===== config.mk =====
export PLATFORM = sky130hd
export DESIGN_NAME = load_store_queue
export DESIGN_NICKNAME = d
export VERILOG_FILES = /design/src/lsq_pkg.sv /design/src/load_store_queue.sv
export VERILOG_INCLUDE_DIRS = /design/src /design/src/src
export SDC_FILE = /design/constraint.sdc
export NUM_CORES = 1
export LEC_CHECK = 0
export BUFFER_PORTS_ARGS = -buffer_cell sky130_fd_sc_hd__buf_4
export CAP_MARGIN = 20
export CORE_MARGIN = 10
export CORE_UTILIZATION = 47
export DETAILED_ROUTE_END_ITERATION = 8
export GPL_TIMING_DRIVEN = 0
export PLACE_DENSITY_LB_ADDON = 0.2
export REMOVE_ABC_BUFFERS = 1
export SETUP_SLACK_MARGIN = 0.2
export SLEW_MARGIN = 30
export SYNTH_ARGS = -nofsm -noshare
export SYNTH_HDL_FRONTEND = slang
export SYNTH_SLANG_ARGS = --single-unit
export TNS_END_PERCENT = 50

===== constraint.sdc =====
create_clock -name clk_i -period 11.9 [get_ports clk_i]
set_input_delay 1.19 -clock clk_i [delete_from_list [all_inputs] [get_ports clk_i]]
set_output_delay 1.19 -clock clk_i [all_outputs]
set_load 0.02 [all_outputs]

===== src/lsq_config.svh =====
`ifndef LSQ_CONFIG_SVH
`define LSQ_CONFIG_SVH

// Queue geometry
`define LSQ_DEPTH 8
`define LSQ_PTR_W $clog2(`LSQ_DEPTH)

// Datapath
`define XLEN 64
`define XBYTES (`XLEN / 8)

// Data RAM, one word per XLEN bits
`define RAM_WORDS 256
`define RAM_AW $clog2(`RAM_WORDS)

`endif

===== src/lsq_pkg.sv =====
`default_nettype none

`include "lsq_config.svh"

package lsq_pkg;

    typedef enum logic [3:0] {
        LB, LH, LW, LD, LBU, LHU, LWU,  // Loads
        SB, SH, SW, SD                  // Stores
    } mem_op_e;

    typedef enum logic [1:0] {
        IDLE,
        ISSUE,
        WAIT
    } lsu_state_e;

    typedef struct packed {
        logic             valid;
        mem_op_e          op;
        logic [3:0]       tag;
        logic [`XLEN-1:0] addr;   // Byte address
        logic [`XLEN-1:0] data;   // Store data, low aligned
    } lsq_instr_t;

    typedef struct packed {
        logic             valid;
        logic [3:0]       tag;
        logic [`XLEN-1:0] data;   // Zero for stores
    } lsq_resp_t;

    typedef struct packed {
        logic               valid;
        logic               we;
        logic [`XBYTES-1:0] be;
        logic [`RAM_AW-1:0] addr;   // Word index
        logic [`XLEN-1:0]   wdata;
    } mem_req_t;

    typedef struct packed {
        logic             valid;
        logic [`XLEN-1:0] rdata;
    } mem_rsp_t;

endpackage

`default_nettype wire


===== src/load_store_queue.sv =====
`default_nettype none

`include "lsq_config.svh"

module load_store_queue (
    input  logic                clk_i,
    input  logic                rstn_i,
    input  lsq_pkg::lsq_instr_t instr_i,
    input  logic                flush_i,
    input  logic                read_next_i,     // Take the next entry to execute
    input  logic                reset_next_i,    // Rewind next to head for replay
    input  logic                advance_head_i,  // Retire the oldest entry
    output lsq_pkg::lsq_instr_t next_instr_o,
    output logic                full_o,
    output logic                empty_o,
    output logic                pmu_load_after_store_o
);
    import lsq_pkg::*;

    logic [`LSQ_PTR_W-1:0] tail_q;   // Next free slot
    logic [`LSQ_PTR_W-1:0] next_q;   // Next entry to execute
    logic [`LSQ_PTR_W-1:0] head_q;   // Oldest entry not retired
    logic [`LSQ_PTR_W-1:0] prev_ptr;

    // One bit wider than the pointers
    logic [`LSQ_PTR_W:0] num_q;
    logic [`LSQ_PTR_W:0] num_to_exe_q;
    logic [`LSQ_PTR_W:0] num_on_fly_q;

    logic write_en;
    logic read_en;
    logic adv_en;

    lsq_instr_t entries [`LSQ_DEPTH];

    function automatic logic is_load(input mem_op_e op);
        return op inside {LB, LH, LW, LD, LBU, LHU, LWU};
    endfunction

    function automatic logic is_store(input mem_op_e op);
        return op inside {SB, SH, SW, SD};
    endfunction

    assign write_en = instr_i.valid & ~full_o;
    assign read_en  = read_next_i & (num_to_exe_q != 0) & ~reset_next_i;
    assign adv_en   = advance_head_i & ((num_on_fly_q != 0) | read_en);

    always_ff @(posedge clk_i) begin
        if (write_en) begin
            entries[tail_q] <= instr_i;
        end
    end

    always_ff @(posedge clk_i or negedge rstn_i) begin
        if (!rstn_i) begin
            tail_q       <= '0;
            next_q       <= '0;
            head_q       <= '0;
            num_q        <= '0;
            num_to_exe_q <= '0;
            num_on_fly_q <= '0;
        end else if (flush_i) begin
            tail_q       <= '0;
            next_q       <= '0;
            head_q       <= '0;
            num_q        <= '0;
            num_to_exe_q <= '0;
            num_on_fly_q <= '0;
        end else if (reset_next_i) begin
            // Everything in flight becomes executable again
            tail_q       <= tail_q + write_en;
            next_q       <= head_q + adv_en;
            head_q       <= head_q + adv_en;
            num_q        <= num_q + write_en - adv_en;
            num_to_exe_q <= num_to_exe_q + write_en + num_on_fly_q - adv_en;
            num_on_fly_q <= '0;
        end else begin
            tail_q       <= tail_q + write_en;
            next_q       <= next_q + read_en;
            head_q       <= head_q + adv_en;
            num_q        <= num_q + write_en - adv_en;
            num_to_exe_q <= num_to_exe_q + write_en - read_en;
            num_on_fly_q <= num_on_fly_q + read_en - adv_en;
        end
    end

    assign next_instr_o = read_en ? entries[next_q] : '0;

    assign empty_o = (num_to_exe_q == 0);
    assign full_o  = (num_q == `LSQ_DEPTH) | flush_i | ~rstn_i;

    // The entry just before next is only meaningful while it is still in flight
    assign prev_ptr = next_q - 1'b1;
    assign pmu_load_after_store_o = ~read_en
                                  & (num_to_exe_q != 0)
                                  & (num_on_fly_q != 0)
                                  & is_load(entries[next_q].op)
                                  & is_store(entries[prev_ptr].op);

    // Controller retires only what it has taken from the queue
    a_adv_in_flight: assert property (@(posedge clk_i) disable iff (!rstn_i)
        advance_head_i |-> (num_on_fly_q != 0));

    a_num_bound: assert property (@(posedge clk_i) disable iff (!rstn_i)
        num_q <= `LSQ_DEPTH);

endmodule

`default_nettype wire


==> results.txt <==
The run finished with clean final reports. The final clock period utilization by the worst path is 0.436. The root buffer cell chosen for the clock tree is sky130_fd_sc_hd__clkbuf_16.

The total power divided by cell area works out to 183 mW/mm². For the worst-skew pair, the clock arrives at the later sink with an insertion delay of 0.70 ns. The number of endpoints failing setup at the final stage was 0. Buffers added to address setup during post-CTS repair amount to 0.

For this run, the detailed router's first-pass iteration total came to 5. The total half-perimeter wirelength after legalization and detailed placement came out at 62.0 mm. In this run the number of cells on the critical path is 10. In the routed design, unresolved DRC markers number 0. For the clock sink count, the log shows 1,117. Master of the slowest instance on the critical path: sky130_fd_sc_hd__ha_1.

The largest single stage delay on the critical path is 0.62 ns. The via count of the first global-routing pass is 22,000. The clock arrives with 0.0263 ns of skew. Leading cell type by number of instances after synthesis: sky130_fd_sc_hd__edfxtp_1. Minimum period implied by the final worst setup slack: 5.19 ns.

STA classifies the critical path startpoint as a flip-flop. TritonCTS created 114 clock buffers. Setup repair after global routing left no endpoint under its margin. Met3 usage: 0.0421. The run gives 0.497 as the headroom to the max-slew limit.

After synthesis, the mean cell area works out to 22.6 µm². The tools report the worst supply voltage drop on vdd as 0.127 mV. The leakage dissipation came out at 17.2 nW. Most used flip-flop cell after synthesis: sky130_fd_sc_hd__edfxtp_1. The overall track demand over capacity in global routing is 0.183. The H-tree generated during clock tree synthesis spans 3 levels. The final layout contains 2,538 nets. The transition at the pin with the smallest max-transition slack works out to 0.747 ns. Using the TritonRoute via totals, the vias-per-cell ratio works out to 5.54. The logs give 0.770 for the post-synthesis sequential area ratio and 0 ns for the final-layout setup total negative slack. The tools report the cell count after synthesis as 1,922.

The required time at the endpoint of the critical path was 10.71 ns; the count of distinct cell types in the synthesized netlist was 41. The largest net degree at the start of global routing is 43, and the number of warnings issued by yosys is 0. The met1 global-route usage is 0.235. Following the worst setup path forward leads to its endpoint at pmu_load_after_store_o. The total wirelength of the detailed-routed design is 94.8 mm, and the total congestion overflow is 0. The share of layout cells above drive strength 1 is 0.355, and the share of async-settable or async-resettable flops after synthesis is 0.0188. Row generation in the floorplan step produced 111 rows. The height of the die was 324 µm.

Yosys attributes the largest share of cell area to sky130_fd_sc_hd__edfxtp_1 (76%), sky130_fd_sc_hd__mux4_2 (14%), sky130_fd_sc_hd__mux2i_1 (3.4%). Critical path's top delay family: buffers and inverters. The synthesized flop and latch total is 1,117.

Port buffering added 282 buffers. Clock-pin slew was measured on the worst setup and hold paths at 0.06 ns. The total area inside the core boundary comes to 0.0917 mm². The startpoint identified for the worst register-to-register timing path is num_q[2]$_DFF_PN0_.

The final RePlAce weighted congestion was 0.708. The setup path with the least slack is of type flip-flop to output pin. Post-detailed-route wirelength per cell: 26.0 µm. For the arrival time of data at the critical path endpoint, the log shows 4.00 ns. The number of gates resized after CTS was 0. The logs give 0.312 for the global routing met2 resource utilization and 10 for the number of antenna violations at the first check in global routing.

For the number of max-cap violations, the log shows 0. By count the netlist is led by sky130_fd_sc_hd__edfxtp_1 (1,096), sky130_fd_sc_hd__mux4_2 (276), sky130_fd_sc_hd__nor2_1 (158), sky130_fd_sc_hd__mux2i_1 (148), sky130_fd_sc_hd__buf_2 (50). The count of flip-flops with a built-in enable after synthesis was 1,096; the number of hold buffers added after CTS was 0. The area fraction of the dominant cell type after synthesis is 0.758. The most critical setup path has its startpoint at next_q[0]$_DFF_PN0_. The reg-to-reg setup timing slack is 8.45 ns. The worst setup path is captured at an output pin. After routing the design area is 0.0528 mm². The min-delay analysis places its worst path in the category primary input to asynchronous set/reset pin. The first global-routing pass estimated 143 mm of wire. In this design, the critical path's most frequently occurring cell is sky130_fd_sc_hd__inv_1. The run gives 0.0434 mm² as the netlist area before placement. After filler insertion, the fill cell instance count of the layout stands at 6,785. The largest total area in the synthesized netlist belongs to sky130_fd_sc_hd__edfxtp_1. Die width: 324 µm.

TritonCTS built the clock tree. Walking the worst path, the cells encountered are buf_16 > buf_12 > inv_1 > ha_1 > inv_1 > or4_1 > nand4_1 > mux2i_1 > nor3_2 > buf_4. The top achievable clock speed was 0.193 GHz; the final cell utilization of the core was 0.575.

The logs give 0 for the number of routed nets with antenna violations and 20,200 for the detailed-route via count. During I/O placement, the number of pins put on the boundary was 283. The logs give 0.473 for the initial core utilization and 1,485 for the initial detailed-routing violation count. met2 is the most crowded layer.

The number of buffers on the longest clock path is 3. The worst register-to-register path ends at entries[0][121]$_DFFE_PP_. The cell area after placement came out at 0.0491 mm².

The minimum hold slack was 0.375 ns. The area growth from synthesis to final layout was 21.6%; the depth of the worst register-to-register path was 14. The number of buffers and inverters on the critical path is 5.

For the number of pins with negative max-slew slack in the final report, the log shows 0. The floorplan step defined a die boundary enclosing 0.105 mm². Biggest fanout along the worst timing path: 29.

The number of hold violations in the final report is 0.
-- where the power goes --
group / total, mW / internal [mW] / switching [mW] / leakage [nW]
logic: 1.83 / 0.952 / 0.880 / 5.31
clock network: 3.42 / 1.95 / 1.47 / 1.75
registers: 4.41 / 4.38 / 0.0315 / 10.1
total: 9.66 / 7.28 / 2.38 / 17.2
-- registers in the layout (all words and copies together), names as in the netlist --
signal	count
entries	1096
num_on_fly_q	4
num_q	4
num_to_exe_q	4
head_q	3
next_q	3
tail_q	3
-- cell families (layout without fill, tap and decap cells) --
logic type	after synthesis	after routing	synth area share
muxes	424	424	0.177
DFF	1117	1117	0.770
xor gates and xnor gates	15	15	0.00346
buffers and inverters	117	655	0.0172
other	0	3	0
adders and majority gates	29	29	0.00888
AOI/OAI and AO/OA	17	17	0.00257
and+or+nand+nor	203	203	0.0201
-- final cells by class --
cell class | count | area [µm²] | area share
multi-input combinational | 688 | 9270 | 0.176
sequential | 1117 | 33400 | 0.634
clock inverter | 66 | 542 | 0.0103
timing repair buffer | 426 | 4860 | 0.0921
inverter | 19 | 71.3 | 0.00135
tap | 1186 | 1480 | 0.0281
clock buffer | 144 | 3070 | 0.0582
antenna | 3 | 7.51 | 0.000142
-- metrics by stage --
| step | setup slack, ns | power (mW) | std cells |
|---|---|---|---|
| detailed placement | 7.40 | 6.36 | 3436 |
| CTS | 6.62 | 9.79 | 3646 |
| global route | 6.50 | 10.1 | 3649 |
| global placement | -11.78 | 6.89 | 3292 |
| floorplan | -2.61 | 6.22 | 1824 |
| finish | 6.71 | 9.66 | 3649 |
-- worst register-to-register path: stages, from the launching register on --
cell and delay (ns):
sky130_fd_sc_hd__dfrtp_1 0.32, sky130_fd_sc_hd__inv_1 0.05, sky130_fd_sc_hd__ha_1 0.19, sky130_fd_sc_hd__a21oi_1 0.18
sky130_fd_sc_hd__nand2_1 0.13, sky130_fd_sc_hd__inv_1 0.18, sky130_fd_sc_hd__nand2b_1 0.26, sky130_fd_sc_hd__nor3_2 0.47
sky130_fd_sc_hd__buf_4 0.27, sky130_fd_sc_hd__buf_4 0.20, sky130_fd_sc_hd__buf_4 0.19, sky130_fd_sc_hd__buf_4 0.20
sky130_fd_sc_hd__buf_4 0.20, sky130_fd_sc_hd__buf_6 0.16, sky130_fd_sc_hd__buf_6 0.15
-- worst min-delay path by stage --
stage                                      to  slack [ns]  cells past startpoint
after floorplan           head_q[2]$_DFF_PN0_        0.51                      2
after global placement    head_q[2]$_DFF_PN0_        0.52                      2
after detailed placement  head_q[2]$_DFF_PN0_        0.58                      2
after CTS                  num_q[0]$_DFF_PN0_        0.33                      1
after global routing       num_q[2]$_DFF_PN0_        0.38                      1
final                      num_q[3]$_DFF_PN0_        0.38                      1
-- per-layer routing --
layer / vias to the layer above / part of all wire / routed length, µm
met3: 123 / 0.060 / 5690
met1: 10700 / 0.40 / 38000
met5: - / 0.0013 / 121
met2: 486 / 0.52 / 49400
met4: 14 / 0.017 / 1630
li1: 8865 / - / -
-- cells in the final DEF, fill, tap and decap left out, drive strengths merged, types with 3 or more instances in the layout --
cell and n:
xnor2 11, ha 26, clkinvlp 5, edfxtp 1096, nand3 5, nand2 6, nor2 158, nand2b 4
nor3 7, clkbuf 144, dfrtp 21, mux4 276, clkinv 51, bufinv 6, buf 426, a21oi 7
diode 3, a21o 3, fa 3, nor2b 9, mux2i 148, inv 23, xor2 4
(Power assumes the default switching activity.)
