[src/lsq_config.svh]
`ifndef LSQ_CONFIG_SVH
`define LSQ_CONFIG_SVH

// Queue geometry
`define LSQ_DEPTH 8
`define LSQ_PTR_W $clog2(`LSQ_DEPTH)

// Datapath
`define XLEN 64
`define XBYTES (`XLEN / 8)

// Data RAM, one word per XLEN bits
`define RAM_WORDS 256
`define RAM_AW $clog2(`RAM_WORDS)

`endif
[src/lsq_pkg.sv]
`default_nettype none

`include "lsq_config.svh"

package lsq_pkg;

    typedef enum logic [3:0] {
        LB, LH, LW, LD, LBU, LHU, LWU,  // Loads
        SB, SH, SW, SD                  // Stores
    } mem_op_e;

    typedef enum logic [1:0] {
        IDLE,
        ISSUE,
        WAIT
    } lsu_state_e;

    typedef struct packed {
        logic             valid;
        mem_op_e          op;
        logic [3:0]       tag;
        logic [`XLEN-1:0] addr;   // Byte address
        logic [`XLEN-1:0] data;   // Store data, low aligned
    } lsq_instr_t;

    typedef struct packed {
        logic             valid;
        logic [3:0]       tag;
        logic [`XLEN-1:0] data;   // Zero for stores
    } lsq_resp_t;

    typedef struct packed {
        logic               valid;
        logic               we;
        logic [`XBYTES-1:0] be;
        logic [`RAM_AW-1:0] addr;   // Word index
        logic [`XLEN-1:0]   wdata;
    } mem_req_t;

    typedef struct packed {
        logic             valid;
        logic [`XLEN-1:0] rdata;
    } mem_rsp_t;

endpackage

`default_nettype wire

[src/lsu_ctrl.sv]
`default_nettype none

`include "lsq_config.svh"

module lsu_ctrl (
    input  logic                clk_i,
    input  logic                rstn_i,
    input  logic                flush_i,
    input  logic                empty_i,
    input  lsq_pkg::lsq_instr_t next_instr_i,
    output logic                read_next_o,
    output logic                reset_next_o,
    output logic                advance_head_o,
    output lsq_pkg::mem_req_t   mem_req_o,
    input  logic                grant_i,
    input  lsq_pkg::mem_rsp_t   mem_rsp_i,
    output lsq_pkg::lsq_resp_t  resp_o
);
    import lsq_pkg::*;

    lsu_state_e       state_q;
    lsu_state_e       state_d;
    lsq_instr_t       instr_q;      // Entry held in flight
    logic             is_store;
    logic [2:0]       byte_off;
    logic [`XLEN-1:0] load_data;
    logic             resp_valid_q;
    logic [3:0]       resp_tag_q;
    logic [`XLEN-1:0] resp_data_q;

    function automatic logic [`XLEN-1:0] extend_load(input mem_op_e op,
                                                     input logic [`XLEN-1:0] word,
                                                     input logic [2:0] off);
        logic [`XLEN-1:0] lane;
        lane = word >> {off, 3'b000};   // Move the addressed bytes to the bottom
        case (op)
            LB:      return {{(`XLEN-8){lane[7]}}, lane[7:0]};
            LH:      return {{(`XLEN-16){lane[15]}}, lane[15:0]};
            LW:      return {{(`XLEN-32){lane[31]}}, lane[31:0]};
            LBU:     return {{(`XLEN-8){1'b0}}, lane[7:0]};
            LHU:     return {{(`XLEN-16){1'b0}}, lane[15:0]};
            LWU:     return {{(`XLEN-32){1'b0}}, lane[31:0]};
            default: return lane;       // LD
        endcase
    endfunction

    assign is_store  = instr_q.op inside {SB, SH, SW, SD};
    assign byte_off  = instr_q.addr[2:0];
    assign load_data = extend_load(instr_q.op, mem_rsp_i.rdata, byte_off);

    always_comb begin
        mem_req_o       = '0;
        mem_req_o.valid = (state_q == ISSUE) & ~flush_i;
        mem_req_o.we    = is_store;
        mem_req_o.addr  = instr_q.addr[`RAM_AW+2:3];
        case (instr_q.op)
            SB, LB, LBU: mem_req_o.be = 8'h01 << byte_off;
            SH, LH, LHU: mem_req_o.be = 8'h03 << byte_off;
            SW, LW, LWU: mem_req_o.be = 8'h0f << byte_off;
            default:     mem_req_o.be = 8'hff;
        endcase
        if (is_store) begin
            mem_req_o.wdata = instr_q.data << {byte_off, 3'b000};
        end
    end

    always_comb begin
        state_d        = state_q;
        read_next_o    = 1'b0;
        reset_next_o   = 1'b0;
        advance_head_o = 1'b0;
        if (flush_i) begin
            state_d = IDLE;
        end else begin
            case (state_q)
                IDLE: begin
                    if (!empty_i) begin
                        read_next_o = 1'b1;
                        state_d     = ISSUE;
                    end
                end
                ISSUE: begin
                    if (!grant_i) begin
                        reset_next_o = 1'b1;    // Lost the RAM, replay from head
                        state_d      = IDLE;
                    end else if (is_store) begin
                        advance_head_o = 1'b1;
                        state_d        = IDLE;
                    end else begin
                        state_d = WAIT;
                    end
                end
                WAIT: begin
                    if (mem_rsp_i.valid) begin
                        advance_head_o = 1'b1;
                        state_d        = IDLE;
                    end
                end
                default: state_d = IDLE;
            endcase
        end
    end

    always_ff @(posedge clk_i or negedge rstn_i) begin
        if (!rstn_i) begin
            state_q      <= IDLE;
            resp_valid_q <= 1'b0;
        end else begin
            state_q      <= state_d;
            resp_valid_q <= advance_head_o;   // One response per retired entry
        end
    end

    always_ff @(posedge clk_i) begin
        if (read_next_o) begin
            instr_q <= next_instr_i;
        end
        if (advance_head_o) begin
            resp_tag_q  <= instr_q.tag;
            resp_data_q <= is_store ? '0 : load_data;
        end
    end

    assign resp_o = '{valid: resp_valid_q, tag: resp_tag_q, data: resp_data_q};

    // Only a granted load is answered, one cycle later while still in WAIT
    a_rsp_in_wait: assert property (@(posedge clk_i) disable iff (!rstn_i)
        mem_rsp_i.valid |-> (state_q == WAIT));

endmodule

`default_nettype wire

[config.mk]
export PLATFORM = sky130hd
export DESIGN_NAME = lsu_ctrl
export DESIGN_NICKNAME = d
export VERILOG_FILES = /design/src/lsq_pkg.sv /design/src/lsu_ctrl.sv
export VERILOG_INCLUDE_DIRS = /design/src /design/src/src
export SDC_FILE = /design/constraint.sdc
export NUM_CORES = 1
export LEC_CHECK = 0
export ABC_AREA = 1
export ABC_CLOCK_PERIOD_IN_PS = 8100
export BUFFER_PORTS_ARGS = -buffer_cell sky130_fd_sc_hd__buf_2
export CAP_MARGIN = 10
export CELL_PAD_IN_SITES_DETAIL_PLACEMENT = 1
export CELL_PAD_IN_SITES_GLOBAL_PLACEMENT = 1
export CORE_MARGIN = 2
export CORE_UTILIZATION = 38
export DETAILED_ROUTE_END_ITERATION = 8
export GPL_ROUTABILITY_DRIVEN = 0
export MAX_ROUTING_LAYER = met4
export PLACE_DENSITY = 0.88
export SKIP_CTS_REPAIR_TIMING = 1
export SYNTH_ARGS = -nofsm -noshare
export SYNTH_HDL_FRONTEND = slang
export SYNTH_SLANG_ARGS = --single-unit
export TNS_END_PERCENT = 100
[constraint.sdc]
create_clock -name clk_i -period 8.1 [get_ports clk_i]
set_input_delay 1.215 -clock clk_i [delete_from_list [all_inputs] [get_ports clk_i]]
set_output_delay 1.215 -clock clk_i [all_outputs]
set_load 0.01 [all_outputs]
==> results of run 1 <==
power breakdown:
part	internal, mW	total, mW	switching [mW]
sequential	0.917	0.930	0.0129
combinational	0.126	0.410	0.284
clock	0.461	0.845	0.384
total	1.50	2.19	0.680
registers in the layout, indices dropped and copies added, names as in the netlist:
register      count
byte_off          3
instr_q          72
mem_req_o         8
resp_data_q      64
resp_tag_q        4
resp_valid_q      1
state_q           2
per-layer routing:
layer / vias up / GRT usage, %
li1: 4374 / -
met1: 4489 / 33.7
met2: 570 / 51.7
met3: 106 / 5.87
met4: 0 / 16.0
met5: - / -
cell usage after synthesis, types with 5 or more instances:
cell / n
a31oi_1: 9
buf_6: 7
clkbuf_1: 27
nand2_1: 289
a22oi_1: 7
nand3_1: 57
o21ai_0: 127
nor2_1: 176
a211oi_1: 8
o31a_1: 5
edfxtp_1: 151
buf_4: 15
o211ai_1: 18
buf_2: 37
o21ai_1: 10
buf_1: 5
nand4_1: 5
o22ai_1: 10
a21oi_1: 40
o21a_1: 8
nor3_1: 17
and2_1: 5
inv_1: 108
cell usage in the layout, fill, tap and decap left out, drive strengths merged, types with 9 or more instances in the layout:
cell and instances:
a21oi 40, a31oi 9, buf 321, clkbuf 17
edfxtp 151, inv 119, nand2 289, nand3 62
nor2 180, nor3 17, o211ai 18, o21ai 137
o22ai 10
cell families (layout without fill, tap and decap cells):
family | count (synthesis) | after routing | synth area share, %
buffers and inverters | 204 | 466 | 10.0
adder cells (fa/ha/maj) | 3 | 3 | 0.406
multiplexers | 1 | 1 | 0.108
AO/OA/AOI/OAI | 244 | 244 | 14.9
other | 0 | 2 | 0
flip-flops | 154 | 154 | 49.9
AND/OR/NAND/NOR | 559 | 559 | 24.8
final cells by class:
| class | count | area (sq um) | share of cell area [%] |
|---|---|---|---|
| Antenna cell | 2 | 5.00 | 0.0438 |
| Clock buffer | 17 | 425 | 3.72 |
| Clock inverter | 15 | 164 | 1.43 |
| Inverter | 113 | 429 | 3.76 |
| Multi-Input combinational cell | 807 | 3740 | 32.7 |
| Sequential cell | 154 | 4610 | 40.4 |
| Tap cell | 324 | 405 | 3.55 |
| Timing Repair Buffer | 321 | 1640 | 14.4 |
worst paths after layout:
kind | end | slack [ns] | cells past startpoint
hold reg to reg | resp_tag_q[2] | 0.42 | 0
min in group asynchronous | resp_valid_q | 0.56 | 1
max in group asynchronous | state_q[0] | 7.44 | 1
setup / recovery | mem_req_o[60] | 3.57 | 7
hold / removal | resp_tag_q[2] | 0.42 | 0
setup reg to reg | resp_data_q[43] | 4.47 | 10
==> flow_metrics.env, run 1 <==
export IMPL_status="complete, no violations"
export IMPL_finalCritPeriodShare_pct=55.9
export IMPL_final_util_pct=47.4
export IMPL_track_usage_pct=30.3
export IMPL_route_met3_wl_mm=3.34
export IMPL_clkSlewWorstSetupHoldPaths_ns=0.07
export IMPL_min_from="instr_q[130]"
export IMPL_fp_dieH_um=160
export IMPL_clock_sinks=154
export IMPL_clkLatencyLatePin_ns=0.44
export IMPL_coreArea_sq_um=24100
export IMPL_synth_net_count=1375
export IMPL_relSlewSlack_pct=31.2
export IMPL_arrival_ns=3.31
export IMPL_yosysSeqAreaShare_pct=49.9
export IMPL_vias=9539
export IMPL_synth_ff_type="edfxtp_1"
export IMPL_die_w_um=160
export IMPL_clock_skew_ns=0.00903
export IMPL_yosys_warnings=0
export IMPL_drive_gt1_share_pct=26.0
export IMPL_crit_required_ns=6.88
export IMPL_met1_length_mm=13.8
export IMPL_syn_area_sq_um=9250
export IMPL_cts_buffer_depth=2
export IMPL_synth_top_area_share_pct=49.0
export IMPL_synth_edff_count=151
export IMPL_ir_drop_v=0.000116
export IMPL_ant_nets=0
export IMPL_rows=57
export IMPL_tritoncts="done"
export IMPL_crit_reg2reg_launch="byte_off[0]"
export IMPL_yosysTopAreaCell="edfxtp_1"
export IMPL_worstPathCellList="buf_4 > inv_4 > o21ai_0 > o21a_1 > o21ai_0 > a21oi_1 > buf_2"
export IMPL_fin_cells=1753
export IMPL_top_level_ports=361
export IMPL_design_die_area_sq_um=25600
export IMPL_power_leakage_nw=5.26
export IMPL_end_kind="output port"
export IMPL_slowest_delay_ns=0.81
export IMPL_crit_family="buffers and inverters"
export IMPL_slew_viol_final=0
export IMPL_synth_cell_types=35
export IMPL_total_power_mw=2.19
export IMPL_fin_tns_setup_ns=0
export IMPL_place_area_sq_um=10800
export IMPL_holdWs_ns=0.423
export IMPL_drt_total_wl_mm=37.9
export IMPL_hold_path_class="flip-flop to flip-flop"
export IMPL_avgSynthCellArea_sq_um=7.94
export IMPL_grt_setup_unrepaired="false"
export IMPL_synth_area_leaders="edfxtp_1 49%, nand2_1 12%, nor2_1 7.1%, o21ai_0 6.9%, inv_1 4.4%"
export IMPL_fmax_mhz=221
export IMPL_htreeDepth=4
export IMPL_path_max_fanout=105
export IMPL_dr_wl_met2_mm=19.0
export IMPL_area_delta_synth_final_pct=23.5
export IMPL_grt_remaining_overflow=0
export IMPL_critPathLaunchType="flip-flop"
export IMPL_crit_top_cell="o21ai_0"
export IMPL_cpMaxStageDelayCell="inv_4"
export IMPL_crit_path_start="byte_off[0]"
export IMPL_grt_first_pass_wirelength_mm=57.2
export IMPL_max_cap_viol_count=0
export IMPL_crit_buf_inv=3
export IMPL_pre_cts_ws_ns=4.10
export IMPL_layout_min_cycle_time_ns=4.53
export IMPL_crit_type="flip-flop to output port"
export IMPL_cts_made_buffers=17
export IMPL_grt_max_degree=106
export IMPL_drc=0
export IMPL_dpl_cell_count=1719
export IMPL_finalWorstSetupSlack_ns=3.57
export IMPL_wl_per_cell_um=21.6
export IMPL_start_util_pct=38.4
export IMPL_yosys_register_bits=154
export IMPL_routed_top_layer="met4"
export IMPL_dr_pass1_iters=5
export IMPL_dpl_hpwl_mm=26.6
export IMPL_hold_viol_final=0
export IMPL_antenna_found_initial=2
export IMPL_drtIter0Drc=676
export IMPL_grt_pass1_vias=10079
export IMPL_powerDensity_nw_per_um2=191
export IMPL_via_per_inst=5.44
export IMPL_async_flop_share_pct=1.95
export IMPL_syn_inst=1165
export IMPL_stdcell_area_sq_um=11400
export IMPL_fill_cells=3052
export IMPL_clock_root_buffer="clkbuf_16"
export IMPL_io_buffers=306
export IMPL_worst_pin_slew_ns=1.03
export IMPL_finalSetupViolCount=0
export IMPL_final_nets=1624
No activity file was read; power rests on OpenSTA's default activity.
==> run 2, diff against run 1 <==
- ABC_CLOCK_PERIOD_IN_PS: 8100 -> 4150
- CORE_UTILIZATION: 38 -> 32
- PLACE_DENSITY: 0.88 -> 0.79
- clock period: 8.1 -> 4.15 ns (I/O delays scaled with it)
==> run 2 against run 1 <==
Effect of this change: sequential power up 96%; final area is 1.6% higher; clock power grew 110%; sequential cell count is the same; largest power group unchanged; critical endpoint is now mem_req_o[54]; combinational power grew 94%; sequential share of layout area down 0.62 points.
==> flow_metrics.env, run 2 (synthesis results as in run 1) <==
export IMPL_final_common_cell="buf_2"
export IMPL_rows=62
export IMPL_arrival_ns=3.09
export IMPL_tritoncts="done"
export IMPL_end_kind="output port"
export IMPL_clock_skew_ns=0.0140
export IMPL_drtIter0Drc=822
export IMPL_wl_per_cell_um=21.0
export IMPL_htreeDepth=4
export IMPL_grt_pass1_vias=9958
export IMPL_crit_required_ns=3.53
export IMPL_max_cap_viol_count=0
export IMPL_holdWs_ns=0.358
export IMPL_slew_viol_final=0
export IMPL_fp_dieH_um=174
export IMPL_most_common_layout_cells="306 x buf_2, 289 x nand2_1, 175 x nor2_1"
export IMPL_dr_pass1_iters=5
export IMPL_slowest_delay_ns=0.86
export IMPL_hold_viol_final=0
export IMPL_clkLatencyLatePin_ns=0.43
export IMPL_vias=9459
export IMPL_place_area_sq_um=11000
export IMPL_die_w_um=174
export IMPL_drive_gt1_share_pct=26.3
export IMPL_powerDensity_nw_per_um2=376
export IMPL_drc=0
export IMPL_finalSetupViolCount=0
export IMPL_area_delta_synth_final_pct=25.5
export IMPL_via_per_inst=5.19
export IMPL_coreArea_sq_um=28500
export IMPL_fmax_mhz=269
export IMPL_power_leakage_nw=5.31
export IMPL_clkSlewWorstSetupHoldPaths_ns=0.08
export IMPL_final_nets=1632
export IMPL_io_buffers=306
export IMPL_clock_sinks=154
export IMPL_final_util_pct=40.6
export IMPL_dpl_hpwl_mm=28.2
export IMPL_antenna_found_initial=3
export IMPL_clock_root_buffer="clkbuf_16"
export IMPL_stdcell_area_sq_um=11600
export IMPL_grt_setup_unrepaired="false"
export IMPL_ant_nets=0
export IMPL_crit_type="flip-flop to output port"
export IMPL_grt_first_pass_wirelength_mm=57.8
export IMPL_design_die_area_sq_um=30300
export IMPL_track_usage_pct=25.8
export IMPL_ff2ff_path_depth=10
export IMPL_drt_total_wl_mm=38.3
export IMPL_path_max_fanout=32
export IMPL_top_register="instr_q"
export IMPL_ir_drop_v=0.000237
export IMPL_cpMaxStageDelayCell="edfxtp_1"
export IMPL_grt_remaining_overflow=0
export IMPL_cts_buffer_depth=2
export IMPL_worst_pin_slew_ns=0.952
export IMPL_start_util_pct=32.4
export IMPL_worstPathCellList="inv_4 > nor2_4 > inv_1 > o22ai_1 > nand2_1 > a31oi_1 > buf_2"
export IMPL_top_level_ports=361
export IMPL_fin_tns_setup_ns=0
export IMPL_grt_max_degree=72
export IMPL_status="complete, no violations"
export IMPL_critPathLaunchType="flip-flop"
export IMPL_hold_path_class="primary input to flip-flop"
export IMPL_finalCritPeriodShare_pct=89.6
export IMPL_relSlewSlack_pct=36.5
export IMPL_largest_register_ffs=72
export IMPL_cts_made_buffers=17
export IMPL_hold_depth=1
export IMPL_layout_min_cycle_time_ns=3.72
run 2: changes by cell type in the layout (fill, tap and decap cells not counted), sizes merged:
cell / previous run / this run
buf: 321 / 328
bufinv: 2 / 3
clkinv: 6 / 2
diode: 2 / 3
dlygate4sd3: 0 / 1
inv: 119 / 122
run 2: per-stage QoR:
stage	cells	total power, mW	setup slack, ns
2_1_floorplan	1165	2.32	0.563
3_3_place_gp	1786	2.62	0.829
3_5_place_dp	1786	2.65	0.733
4_1_cts	1818	4.40	0.385
5_1_grt	1822	4.53	0.231
6_report	1822	4.36	0.433
run 2: critical path: cells and delay by family, from the launching register on:
| family | cells | cell delay [ns] |
|---|---|---|
| AOI/OAI and AO/OA | 2 | 0.54 |
| buffers and inverters | 3 | 0.79 |
| and+or+nand+nor | 2 | 0.48 |
| DFF | 1 | 0.86 |
run 2: area by class of cell:
type,count,area (sq um)
Fill cell,3582,16900
Tap cell,384,480
Clock buffer,17,425
Multi-Input combinational cell,807,3740
Antenna cell,3,7.51
Sequential cell,154,4610
Timing Repair Buffer,329,1710
Clock inverter,15,203
Inverter,113,429
run 2: metal layers:
layer  part of all wire [%]  up-vias  GRT usage, %
li1                       -     4388             -
met1                     38     4511          28.8
met2                     50      486          44.8
met3                    8.4       74          5.73
met4                    3.7        0          10.6
met5                      0        -             -
run 2: worst paths after layout:
| check | start | endpoint | slack [ns] |
|---|---|---|---|
| max in group asynchronous | rstn_i | resp_valid_q | 3.51 |
| worst max register to register | byte_off[1] | resp_data_q[49] | 0.72 |
| worst max-delay path | byte_off[1] | mem_req_o[54] | 0.43 |
| worst min register to register | instr_q[130] | resp_tag_q[2] | 0.43 |
| worst min-delay path | next_instr_i[14] | instr_q[14] | 0.36 |
| min in group asynchronous | rstn_i | state_q[0] | 0.52 |
run 2: power breakdown:
part,internal (mW),switching (mW)
Combinational,0.252,0.543
Clock,0.978,0.771
Sequential,1.79,0.0315
