File: config.mk
export PLATFORM = sky130hd
export DESIGN_NAME = mem_arbiter
export DESIGN_NICKNAME = d
export VERILOG_FILES = /design/src/lsq_pkg.sv /design/src/mem_arbiter.sv
export VERILOG_INCLUDE_DIRS = /design/src /design/src/src
export SDC_FILE = /design/constraint.sdc
export NUM_CORES = 1
export LEC_CHECK = 0
export BUFFER_PORTS_ARGS = -buffer_cell sky130_fd_sc_hd__buf_2
export CAP_MARGIN = 25
export CELL_PAD_IN_SITES_DETAIL_PLACEMENT = 1
export CELL_PAD_IN_SITES_GLOBAL_PLACEMENT = 1
export CORE_AREA = 2 2 171 173
export CTS_BUF_LIST = sky130_fd_sc_hd__clkbuf_8
export DETAILED_ROUTE_END_ITERATION = 12
export DIE_AREA = 0 0 173 175
export PLACE_DENSITY = 0.59
export SLEW_MARGIN = 20
export SYNTH_ARGS = -nofsm -noshare
export SYNTH_HDL_FRONTEND = slang
export SYNTH_SLANG_ARGS = --single-unit
export TNS_END_PERCENT = 10
File: constraint.sdc
create_clock -name clk_i -period 1.7 [get_ports clk_i]
set_clock_uncertainty 0.15 [all_clocks]
set_input_delay 0.17 -clock clk_i [delete_from_list [all_inputs] [get_ports clk_i]]
set_output_delay 0.17 -clock clk_i [all_outputs]
set_load 0.1 [all_outputs]
File: src/lsq_config.svh
`ifndef LSQ_CONFIG_SVH
`define LSQ_CONFIG_SVH

// Queue geometry
`define LSQ_DEPTH 8
`define LSQ_PTR_W $clog2(`LSQ_DEPTH)

// Datapath
`define XLEN 64
`define XBYTES (`XLEN / 8)

// Data RAM, one word per XLEN bits
`define RAM_WORDS 256
`define RAM_AW $clog2(`RAM_WORDS)

`endif
File: src/lsq_pkg.sv
`default_nettype none

`include "lsq_config.svh"

package lsq_pkg;

    typedef enum logic [3:0] {
        LB, LH, LW, LD, LBU, LHU, LWU,  // Loads
        SB, SH, SW, SD                  // Stores
    } mem_op_e;

    typedef enum logic [1:0] {
        IDLE,
        ISSUE,
        WAIT
    } lsu_state_e;

    typedef struct packed {
        logic             valid;
        mem_op_e          op;
        logic [3:0]       tag;
        logic [`XLEN-1:0] addr;   // Byte address
        logic [`XLEN-1:0] data;   // Store data, low aligned
    } lsq_instr_t;

    typedef struct packed {
        logic             valid;
        logic [3:0]       tag;
        logic [`XLEN-1:0] data;   // Zero for stores
    } lsq_resp_t;

    typedef struct packed {
        logic               valid;
        logic               we;
        logic [`XBYTES-1:0] be;
        logic [`RAM_AW-1:0] addr;   // Word index
        logic [`XLEN-1:0]   wdata;
    } mem_req_t;

    typedef struct packed {
        logic             valid;
        logic [`XLEN-1:0] rdata;
    } mem_rsp_t;

endpackage

`default_nettype wire

File: src/mem_arbiter.sv
`default_nettype none

module mem_arbiter (
    input  logic              clk_i,
    input  logic              rstn_i,
    input  lsq_pkg::mem_req_t lsu_req_i,
    input  lsq_pkg::mem_req_t ext_req_i,
    output logic              lsu_grant_o,
    output logic              ext_grant_o,
    output lsq_pkg::mem_req_t ram_req_o,
    input  lsq_pkg::mem_rsp_t ram_rsp_i,
    output lsq_pkg::mem_rsp_t lsu_rsp_o,
    output lsq_pkg::mem_rsp_t ext_rsp_o
);
    logic prio_ext_q;   // Ext port wins the next tie
    logic rsp_ext_q;    // Read granted last cycle belongs to ext

    assign lsu_grant_o = lsu_req_i.valid & (~ext_req_i.valid | ~prio_ext_q);
    assign ext_grant_o = ext_req_i.valid & (~lsu_req_i.valid | prio_ext_q);

    always_comb begin
        if (ext_grant_o) begin
            ram_req_o = ext_req_i;
        end else if (lsu_grant_o) begin
            ram_req_o = lsu_req_i;
        end else begin
            ram_req_o = '0;
        end
    end

    always_ff @(posedge clk_i or negedge rstn_i) begin
        if (!rstn_i) begin
            prio_ext_q <= 1'b0;
            rsp_ext_q  <= 1'b0;
        end else begin
            if (lsu_req_i.valid && ext_req_i.valid) begin
                prio_ext_q <= lsu_grant_o;   // Loser of this tie wins the next
            end
            rsp_ext_q <= ext_grant_o & ~ext_req_i.we;
        end
    end

    // RAM only answers reads, so its valid already marks a read
    always_comb begin
        lsu_rsp_o = '{valid: ram_rsp_i.valid & ~rsp_ext_q, rdata: ram_rsp_i.rdata};
        ext_rsp_o = '{valid: ram_rsp_i.valid & rsp_ext_q, rdata: ram_rsp_i.rdata};
    end

    a_one_grant: assert property (@(posedge clk_i) disable iff (!rstn_i)
        !(lsu_grant_o && ext_grant_o));

    a_rsp_after_read: assert property (@(posedge clk_i) disable iff (!rstn_i)
        ram_rsp_i.valid |-> $past((lsu_grant_o & ~lsu_req_i.we) | (ext_grant_o & ~ext_req_i.we)));

endmodule

`default_nettype wire

==> flow_summary.json, run 1 <==
{
  "grt_max_degree": 48,
  "cp.arrival_ns": 1.55,
  "period_share_pct": 109.8,
  "initial_core_util_pct": 7.686,
  "critPathKind": "flop to output pin",
  "area_growth_pct": 98.74,
  "hold_viol": 0,
  "cpMostUsedCell": "buf_12",
  "required_ns": 1.38,
  "cts_tree": "yes",
  "power_density_mw_per_mm2": 1370,
  "synth_area_mm2": 0.002182,
  "status": "finished, violations left",
  "p_leak_nw": 2.174,
  "synth_cells": 247,
  "vias": 2457,
  "synth_top_family_by_area": "buffers and inverters",
  "layout_common_cells": "167 x buf_2, 89 x buf_12, 81 x a32o_2",
  "setup-violations-final": 81,
  "drtAntennaViolNets": 0,
  "clock_latency_ns": 0.21,
  "finalNetCount": 593,
  "crit_path_end_kind": "output pin",
  "rsz0062_at_grt": "true",
  "clockBufferDepth": 2,
  "cts_root_buffer": "clkbuf_8",
  "synth_compound_area_share_pct": 41.06,
  "crit_fanout": 11,
  "hold_path_class": "primary input to async pin",
  "synthAdderAreaFrac_pct": 0,
  "setup_ws_ns": -0.1661,
  "ir_worst_vdd_uv": 443.8,
  "overflow": 0,
  "yosysWarnings": 0,
  "die_x_um": 173,
  "grt_pass1_vias": 2685,
  "worstPathCellList": "a21boi_4 > buf_12 > buf_8 > a32o_2 > buf_12",
  "clock_sinks": 2,
  "grt_pass1_wl_um": 16830,
  "drc_errors": 0,
  "wl_per_cell_um": 16.69,
  "portBuffers": 252,
  "synth_xor_xnor_area_share_pct": 0.4014,
  "die_area_mm2": 0.03028,
  "drive_gt1_share_pct": 98.06,
  "gp_congestion": 0.7252,
  "cts_buffers": 3,
  "via_per_inst": 3.302,
  "core_mm2": 0.02839,
  "synthMuxAreaShare_pct": 0,
  "io_pins": 445,
  "relSlewSlack_pct": 67.39,
  "yosysUniqueCellTypes": 15,
  "critPathMaxStageDelay_ns": 0.42,
  "cap_violations": 0,
  "critPathLaunchType": "flop",
  "rows": 62,
  "drtPass1Iterations": 4,
  "ys_ff_latch": 2,
  "avgSynthCellArea_um2": 8.834,
  "finalMaxSlewViolations": 0,
  "hold_slack_ns": 0.1515,
  "antenna_found_initial": 1,
  "cts_max_level": 1,
  "synth_nets": 478,
  "yosysSeqAreaShare_pct": 2.294,
  "critPathSlowestCell": "dfrtp_2",
  "tightest_slew_ns": 0.4892,
  "final_common_cell": "buf_2",
  "routed_wirelength_um": 12420,
  "fin_util_pct": 15.27,
  "die_h_um": 175,
  "violations": "negative setup slack",
  "dp_hpwl_um": 9773,
  "timing.fmax_ghz": 0.5359,
  "layout.cells.non_filler": 744,
  "placed_cells": 735,
  "antenna_cells": 0,
  "dr.first_iter.drc_count": 41,
  "post_synth_and_or_nand_nor_area_fraction_pct": 2.351,
  "track_usage_pct": 7.274,
  "clk_pin_slew_ns": 0.03,
  "finalWorstPathRequiredPeriod_ns": 1.866
}
-- final timing paths --
check	startpoint	end	slack, ns	cells after the start
max	prio_ext_q	ram_req_o[42]	-0.17	5
min	rstn_i	rsp_ext_q	0.15	2
max reg2reg	prio_ext_q	rsp_ext_q	0.44	3
min reg2reg	prio_ext_q	prio_ext_q	0.37	1
max in group asynchronous	rstn_i	prio_ext_q	1.14	2
min in group clk_i	ram_rsp_i[23]	ext_rsp_o[23]	0.19	0
-- area by class of cell --
type / count / area [um2]
multi-input combinational: 90 / 996.0
fill: 3343 / 24060
clock buffer: 3 / 41.29
sequential: 2 / 51.30
tap: 384 / 480.5
timing repair buffer: 265 / 2768
-- critical path, delay by kind of cell (launching register included) --
kind | cells | cell delay, ns
buffers and inverters | 3 | 0.51
DFF | 1 | 0.42
AOI/OAI and AO/OA | 2 | 0.39
-- routing by layer --
metal / vias to the layer above / global-route usage, % / wire length [um]
met1: 1117 / 7.487 / 4394
met5: - / 0 / 12
li1: 1063 / - / -
met4: 2 / 3.460 / 508
met3: 63 / 3.220 / 1356
met2: 212 / 12.67 / 6143
-- timing repair --
item                                    in CTS  in global routing
hold buffers                                 1                  0
gates resized for setup                     18                  6
endpoints found under the hold margin        2                  0
setup buffers                                0                  1
cloned                                       0                  4
pin swaps                                    2                  9
endpoints found under the setup margin      82                 82
-- kinds of logic after synthesis --
| family | Yosys count |
|---|---|
| DFF | 2 |
| xor gates and xnor gates | 1 |
| buffers and inverters | 155 |
| AOI/OAI and AO/OA | 82 |
| and+or+nand+nor | 7 |
-- power breakdown --
part / switching, mW / total (mW) / internal, mW
clock: 0.0346 / 0.184 / 0.149
combinational: 3.61 / 5.67 / 2.06
sequential: 0.0207 / 0.0862 / 0.0655
-- synth_stat cells (all sizes together) --
cell    number  area share (%)
and2         2            0.57
xnor2        1            0.40
a32o        81              41
buf        152              53
and3b        1            0.40
or2          1            0.29
nand2        1            0.17
dfrtp        2             2.3
clkbuf       3            0.52
nand2b       1            0.63
nor2b        1            0.29
a21boi       1            0.52
-- flip-flops by register name, indices dropped and copies added, names as in the netlist --
name / cells
prio_ext_q: 1
rsp_ext_q: 1
-- metrics by stage --
stage               area (um2)  TNS (ns)  setup WS, ns  total power [mW]
floorplan                 2187    -5.530       -0.2184             5.043
global placement          4139         0       0.05377             5.631
detailed placement        4139         0       0.04031             5.648
CTS                       4213    -10.46       -0.1592             5.865
global route              4337    -15.66       -0.2265             6.122
finish                    4337    -10.58       -0.1661             5.941
No activity file was read; power rests on OpenSTA's default activity.
==> run 2, diff against run 1 <==
--- a/config.mk
+++ b/config.mk
@@ -14,9 +14,10 @@
 export CTS_BUF_LIST = sky130_fd_sc_hd__clkbuf_8
 export DETAILED_ROUTE_END_ITERATION = 12
 export DIE_AREA = 0 0 173 175
+export MAX_ROUTING_LAYER = met4
 export PLACE_DENSITY = 0.59
 export SLEW_MARGIN = 20
 export SYNTH_ARGS = -nofsm -noshare
 export SYNTH_HDL_FRONTEND = slang
 export SYNTH_SLANG_ARGS = --single-unit
-export TNS_END_PERCENT = 10
+export TNS_END_PERCENT = 5
==> flow_summary.json, run 2 (synthesis results as in run 1) <==
{
  "status": "finished, violations left",
  "violations": "negative setup slack",
  "fillers": 3357,
  "fin_util_pct": 15.13,
  "wl_per_cell_um": 15.72,
  "fin_tns_setup_ns": -12.16,
  "power_density_mw_per_mm2": 1378,
  "r2r_cells": 3,
  "clk_pin_slew_ns": 0.03,
  "antenna_found_initial": 1,
  "postLayoutCellArea_mm2": 0.004295,
  "final_common_cell": "buf_2",
  "tightest_slew_ns": 0.4874,
  "crit_fanout": 20,
  "p_leak_nw": 2.132,
  "rows": 62,
  "critPathLaunchType": "flop",
  "setup-violations-final": 82,
  "reg2reg_slack_ns": 0.25,
  "dp_hpwl_um": 9041,
  "cts_buffers": 3,
  "required_ns": 1.38,
  "layout_common_cells": "167 x buf_2, 87 x buf_12, 76 x a32o_2",
  "largestRegisters": "prio_ext_q: 1 flops, rsp_ext_q: 1 flops",
  "portBuffers": 252,
  "drive_gt1_share_pct": 96.36,
  "clockBufferDepth": 2,
  "setup_ws_ns": -0.1647,
  "ir_worst_vdd_uv": 418.5,
  "cts_root_buffer": "clkbuf_8",
  "die_x_um": 173,
  "cts_max_level": 1,
  "crit_start": "prio_ext_q",
  "area_growth_pct": 96.85,
  "cp.arrival_ns": 1.54,
  "period_share_pct": 109.7,
  "r2r-start": "prio_ext_q",
  "routed_wirelength_um": 11650,
  "finalNetCount": 590,
  "rsz0062_at_grt": "true",
  "clock_latency_ns": 0.21,
  "track_usage_pct": 7.080,
  "drtPass1Iterations": 6,
  "core_mm2": 0.02839,
  "crit_path_end_kind": "output pin",
  "relSlewSlack_pct": 67.73,
  "die_h_um": 175,
  "overflow": 0,
  "grt_max_degree": 86,
  "place_area_mm2": 0.004129,
  "via_per_inst": 3.247,
  "antenna_cells": 0,
  "drtAntennaViolNets": 0,
  "cts_tree": "yes",
  "die_area_mm2": 0.03028,
  "r2r-end": "rsp_ext_q",
  "hold_path_class": "primary input to async pin",
  "finalMaxSlewViolations": 0,
  "clock_sinks": 2,
  "hold_viol": 0,
  "gp_congestion": 0.6958,
  "vias": 2406,
  "critPathKind": "flop to output pin",
  "drc_errors": 0,
  "timing.fmax_ghz": 0.5363,
  "finalWorstPathRequiredPeriod_ns": 1.865,
  "dr.first_iter.drc_count": 59,
  "grt_pass1_vias": 2631,
  "cap_violations": 0,
  "cp-endpoint": "ram_req_o[35]",
  "io_pins": 445,
  "grt_pass1_wl_um": 15720,
  "initial_core_util_pct": 7.686
}
[run 2: changes by cell type in the layout (fill, tap and decap cells not counted), sizes merged]
cell	before	now
buf	261	259
clkbuf	6	5
[run 2: worst min path at each step]
| stage | slack (ns) | end | depth (start not counted) |
|---|---|---|---|
| floorplan | -0.28 | prio_ext_q | 0 |
| global placement | -0.19 | rsp_ext_q | 1 |
| detailed placement | -0.19 | rsp_ext_q | 1 |
| CTS | 0.14 | prio_ext_q | 2 |
| global route | 0.15 | rsp_ext_q | 2 |
| finish | 0.13 | prio_ext_q | 2 |
[run 2: final cells by class]
cell class	instances	area, um2	area share [%]
Clock buffer	3	41.29	0.9613
Sequential cell	2	51.30	1.194
Timing Repair Buffer	262	2735	63.68
Tap cell	384	480.5	11.19
Multi-Input combinational cell	90	987.2	22.98
[run 2: critical path, stage by stage, from the launching register on]
cell,delay [ns]
dfrtp_2,0.43
a21boi_4,0.18
buf_12,0.16
clkbuf_16,0.20
a32o_2,0.18
buf_12,0.18
[run 2: metrics by stage]
step / worst slack [ns] / std cells / power (mW) / hold WS, ns
after floorplan: -0.2187 / 247 / 5.041 / -0.2756
after global placement: 0.008761 / 734 / 5.597 / -0.1936
after detailed placement: 0.002478 / 734 / 5.620 / -0.1924
after CTS: -0.1774 / 738 / 5.842 / 0.1361
after global routing: -0.2184 / 741 / 6.082 / 0.1456
final: -0.1647 / 741 / 5.919 / 0.1278
[run 2: per-layer routing]
metal,vias to the layer above,track usage [%],part of all wire [%]
met5,-,-,0
met4,0,4.202,4.6
met3,57,2.959,10
met2,187,11.97,50
met1,1109,6.789,35
li1,1053,-,-
[run 2: timing repair]
item                                    in CTS  in global routing
gates cloned                                 0                  2
hold buffers                                 1                  0
resized for setup                           17                  4
endpoints found under the setup margin      83                 83
pin swaps                                    5                 12
endpoints found under the hold margin        2                  0
buffers inserted                             0                  1
[run 2: report_power, final]
group	leakage (nW)	switching (mW)	total [mW]	internal [mW]
registers	0.0238	0.0216	0.0872	0.0655
clock network	0.0216	0.0364	0.186	0.150
logic	2.09	3.61	5.65	2.03
==> run 3, diff against run 2 <==
--- a/config.mk
+++ b/config.mk
@@ -15,7 +15,7 @@
 export DETAILED_ROUTE_END_ITERATION = 12
 export DIE_AREA = 0 0 173 175
 export MAX_ROUTING_LAYER = met4
-export PLACE_DENSITY = 0.59
+export PLACE_DENSITY = 0.47
 export SLEW_MARGIN = 20
 export SYNTH_ARGS = -nofsm -noshare
 export SYNTH_HDL_FRONTEND = slang
==> constraint.sdc (replaced) <==
create_clock -name clk_i -period 1.7 [get_ports clk_i]
set_clock_uncertainty 0.15 [all_clocks]
set_input_delay 0.17 -clock clk_i [delete_from_list [all_inputs] [get_ports clk_i]]
set_output_delay 0.17 -clock clk_i [all_outputs]
set_load 0.005 [all_outputs]
==> flow_summary.json, run 3 (synthesis results as in run 1) <==
{
  "path_buf_inv": 2,
  "core_mm2": 0.02839,
  "critical-path-top-delay-family": "flip-flops",
  "portBuffers": 252,
  "violations": "negative setup slack",
  "io_pins": 445,
  "cts_tree": "yes",
  "drtPass1Iterations": 5,
  "via_per_inst": 3.240,
  "postLayoutCellArea_mm2": 0.002947,
  "critPathMaxStageDelay_ns": 0.41,
  "die_h_um": 175,
  "cts_max_level": 1,
  "die_x_um": 173,
  "finalNetCount": 590,
  "required_ns": 1.38,
  "r2r_cells": 3,
  "gp_congestion": 0.7113,
  "hold_viol": 0,
  "grt_pass1_vias": 2561,
  "cts_buffers": 3,
  "die_area_mm2": 0.03028,
  "clock_latency_ns": 0.21,
  "critPathKind": "flop to output pin",
  "setup_ws_ns": -0.06040,
  "initial_core_util_pct": 7.686,
  "area_growth_pct": 35.03,
  "critPathSlowestCell": "dfrtp_1",
  "drive_gt1_share_pct": 91.04,
  "p_leak_nw": 1.644,
  "critical_path_cell_count": 4,
  "track_usage_pct": 6.896,
  "crit_path_end_kind": "output pin",
  "clockBufferDepth": 2,
  "drc_errors": 0,
  "cts_root_buffer": "clkbuf_8",
  "ir_worst_vdd_uv": 184.7,
  "finalWorstPathRequiredPeriod_ns": 1.760,
  "layout_common_cells": "251 x buf_2, 59 x a32o_2, 22 x a32o_1",
  "drtAntennaViolNets": 0,
  "timing.fmax_ghz": 0.5681,
  "dp_hpwl_um": 9530,
  "status": "finished, violations left",
  "worstPathCellList": "nand2b_4 > buf_12 > a32o_2 > buf_2",
  "place_area_mm2": 0.002878,
  "power_density_mw_per_mm2": 617.4,
  "critPathLaunchType": "flop",
  "setup-violations-final": 76,
  "antenna_found_initial": 0,
  "cp.arrival_ns": 1.44,
  "grt_pass1_wl_um": 15590,
  "routed_wirelength_um": 11180,
  "final_common_cell": "buf_2",
  "clock_sinks": 2,
  "tightest_slew_ns": 0.3296,
  "rows": 62,
  "rsz0062_at_grt": "true",
  "cap_violations": 0,
  "hold_path_class": "primary input to async pin",
  "dp_worst_setup_slack_ns": 0.1465,
  "antenna_cells": 0,
  "grt_max_degree": 53,
  "wl_per_cell_um": 15.09,
  "overflow": 0,
  "dr.first_iter.drc_count": 105,
  "period_share_pct": 103.6,
  "finalMaxSlewViolations": 0,
  "clk_pin_slew_ns": 0.03,
  "vias": 2401,
  "largestRegisters": "prio_ext_q: 1 flops, rsp_ext_q: 1 flops",
  "crit_fanout": 41,
  "relSlewSlack_pct": 78.02
}
[run 3: cell types whose count changed in the layout (fill, tap and decap cells not counted), sizes merged]
cell | before | now
buf | 259 | 261
clkbuf | 5 | 3
[run 3: path summary, 6_finish.rpt]
path	from	end	slack, ns
max	prio_ext_q	ram_req_o[70]	-0.06
min in group clk_i	lsu_req_i[81]	prio_ext_q	0.15
max in group asynchronous	rstn_i	rsp_ext_q	1.15
min	rstn_i	prio_ext_q	0.15
max reg2reg	prio_ext_q	rsp_ext_q	0.39
min reg2reg	prio_ext_q	prio_ext_q	0.49
[run 3: cell type report]
cell class	count	area [um2]
clock buffer	3	41.29
fill	3502	25450
timing repair buffer	262	1411
sequential	2	50.05
multi-input combinational	90	963.4
tap	384	480.5
[run 3: repair_timing]
| action | in CTS | in global routing |
|---|---|---|
| buffers inserted | 1 | 0 |
| setup endpoints to repair | 81 | 81 |
| pin swaps | 23 | 8 |
| hold buffers | 1 | 0 |
| gates resized for setup | 1 | 1 |
| endpoints found under the hold margin | 2 | 0 |
[run 3: per-layer routing]
layer  GRT usage [%]  routed length [um]  up-vias
li1                -                   -     1052
met1           6.606                3963     1124
met2           13.32                5967      180
met3           1.501                 927       45
met4           2.825                 325        0
met5               -                   0        -
[run 3: metrics by stage]
step                hold slack (ns)  power (mW)  setup TNS [ns]  std cells  utilization, %
floorplan                   -0.2756       1.200               0        247               -
global placement            -0.1912       1.643               0        736           10.14
detailed placement          -0.1924       1.637               0        736           10.14
CTS                          0.1446       1.865          -2.505        741           10.36
global route                 0.1675       1.975          -5.564        741           10.38
finish                       0.1480       1.819          -1.727        741           10.38
[run 3: power breakdown]
part | internal, mW | total, mW | switching [mW] | leakage, nW
combinational | 0.834 | 1.55 | 0.717 | 1.60
sequential | 0.0630 | 0.0800 | 0.0171 | 0.0248
clock | 0.150 | 0.188 | 0.0381 | 0.0216
total | 1.05 | 1.82 | 0.772 | 1.64
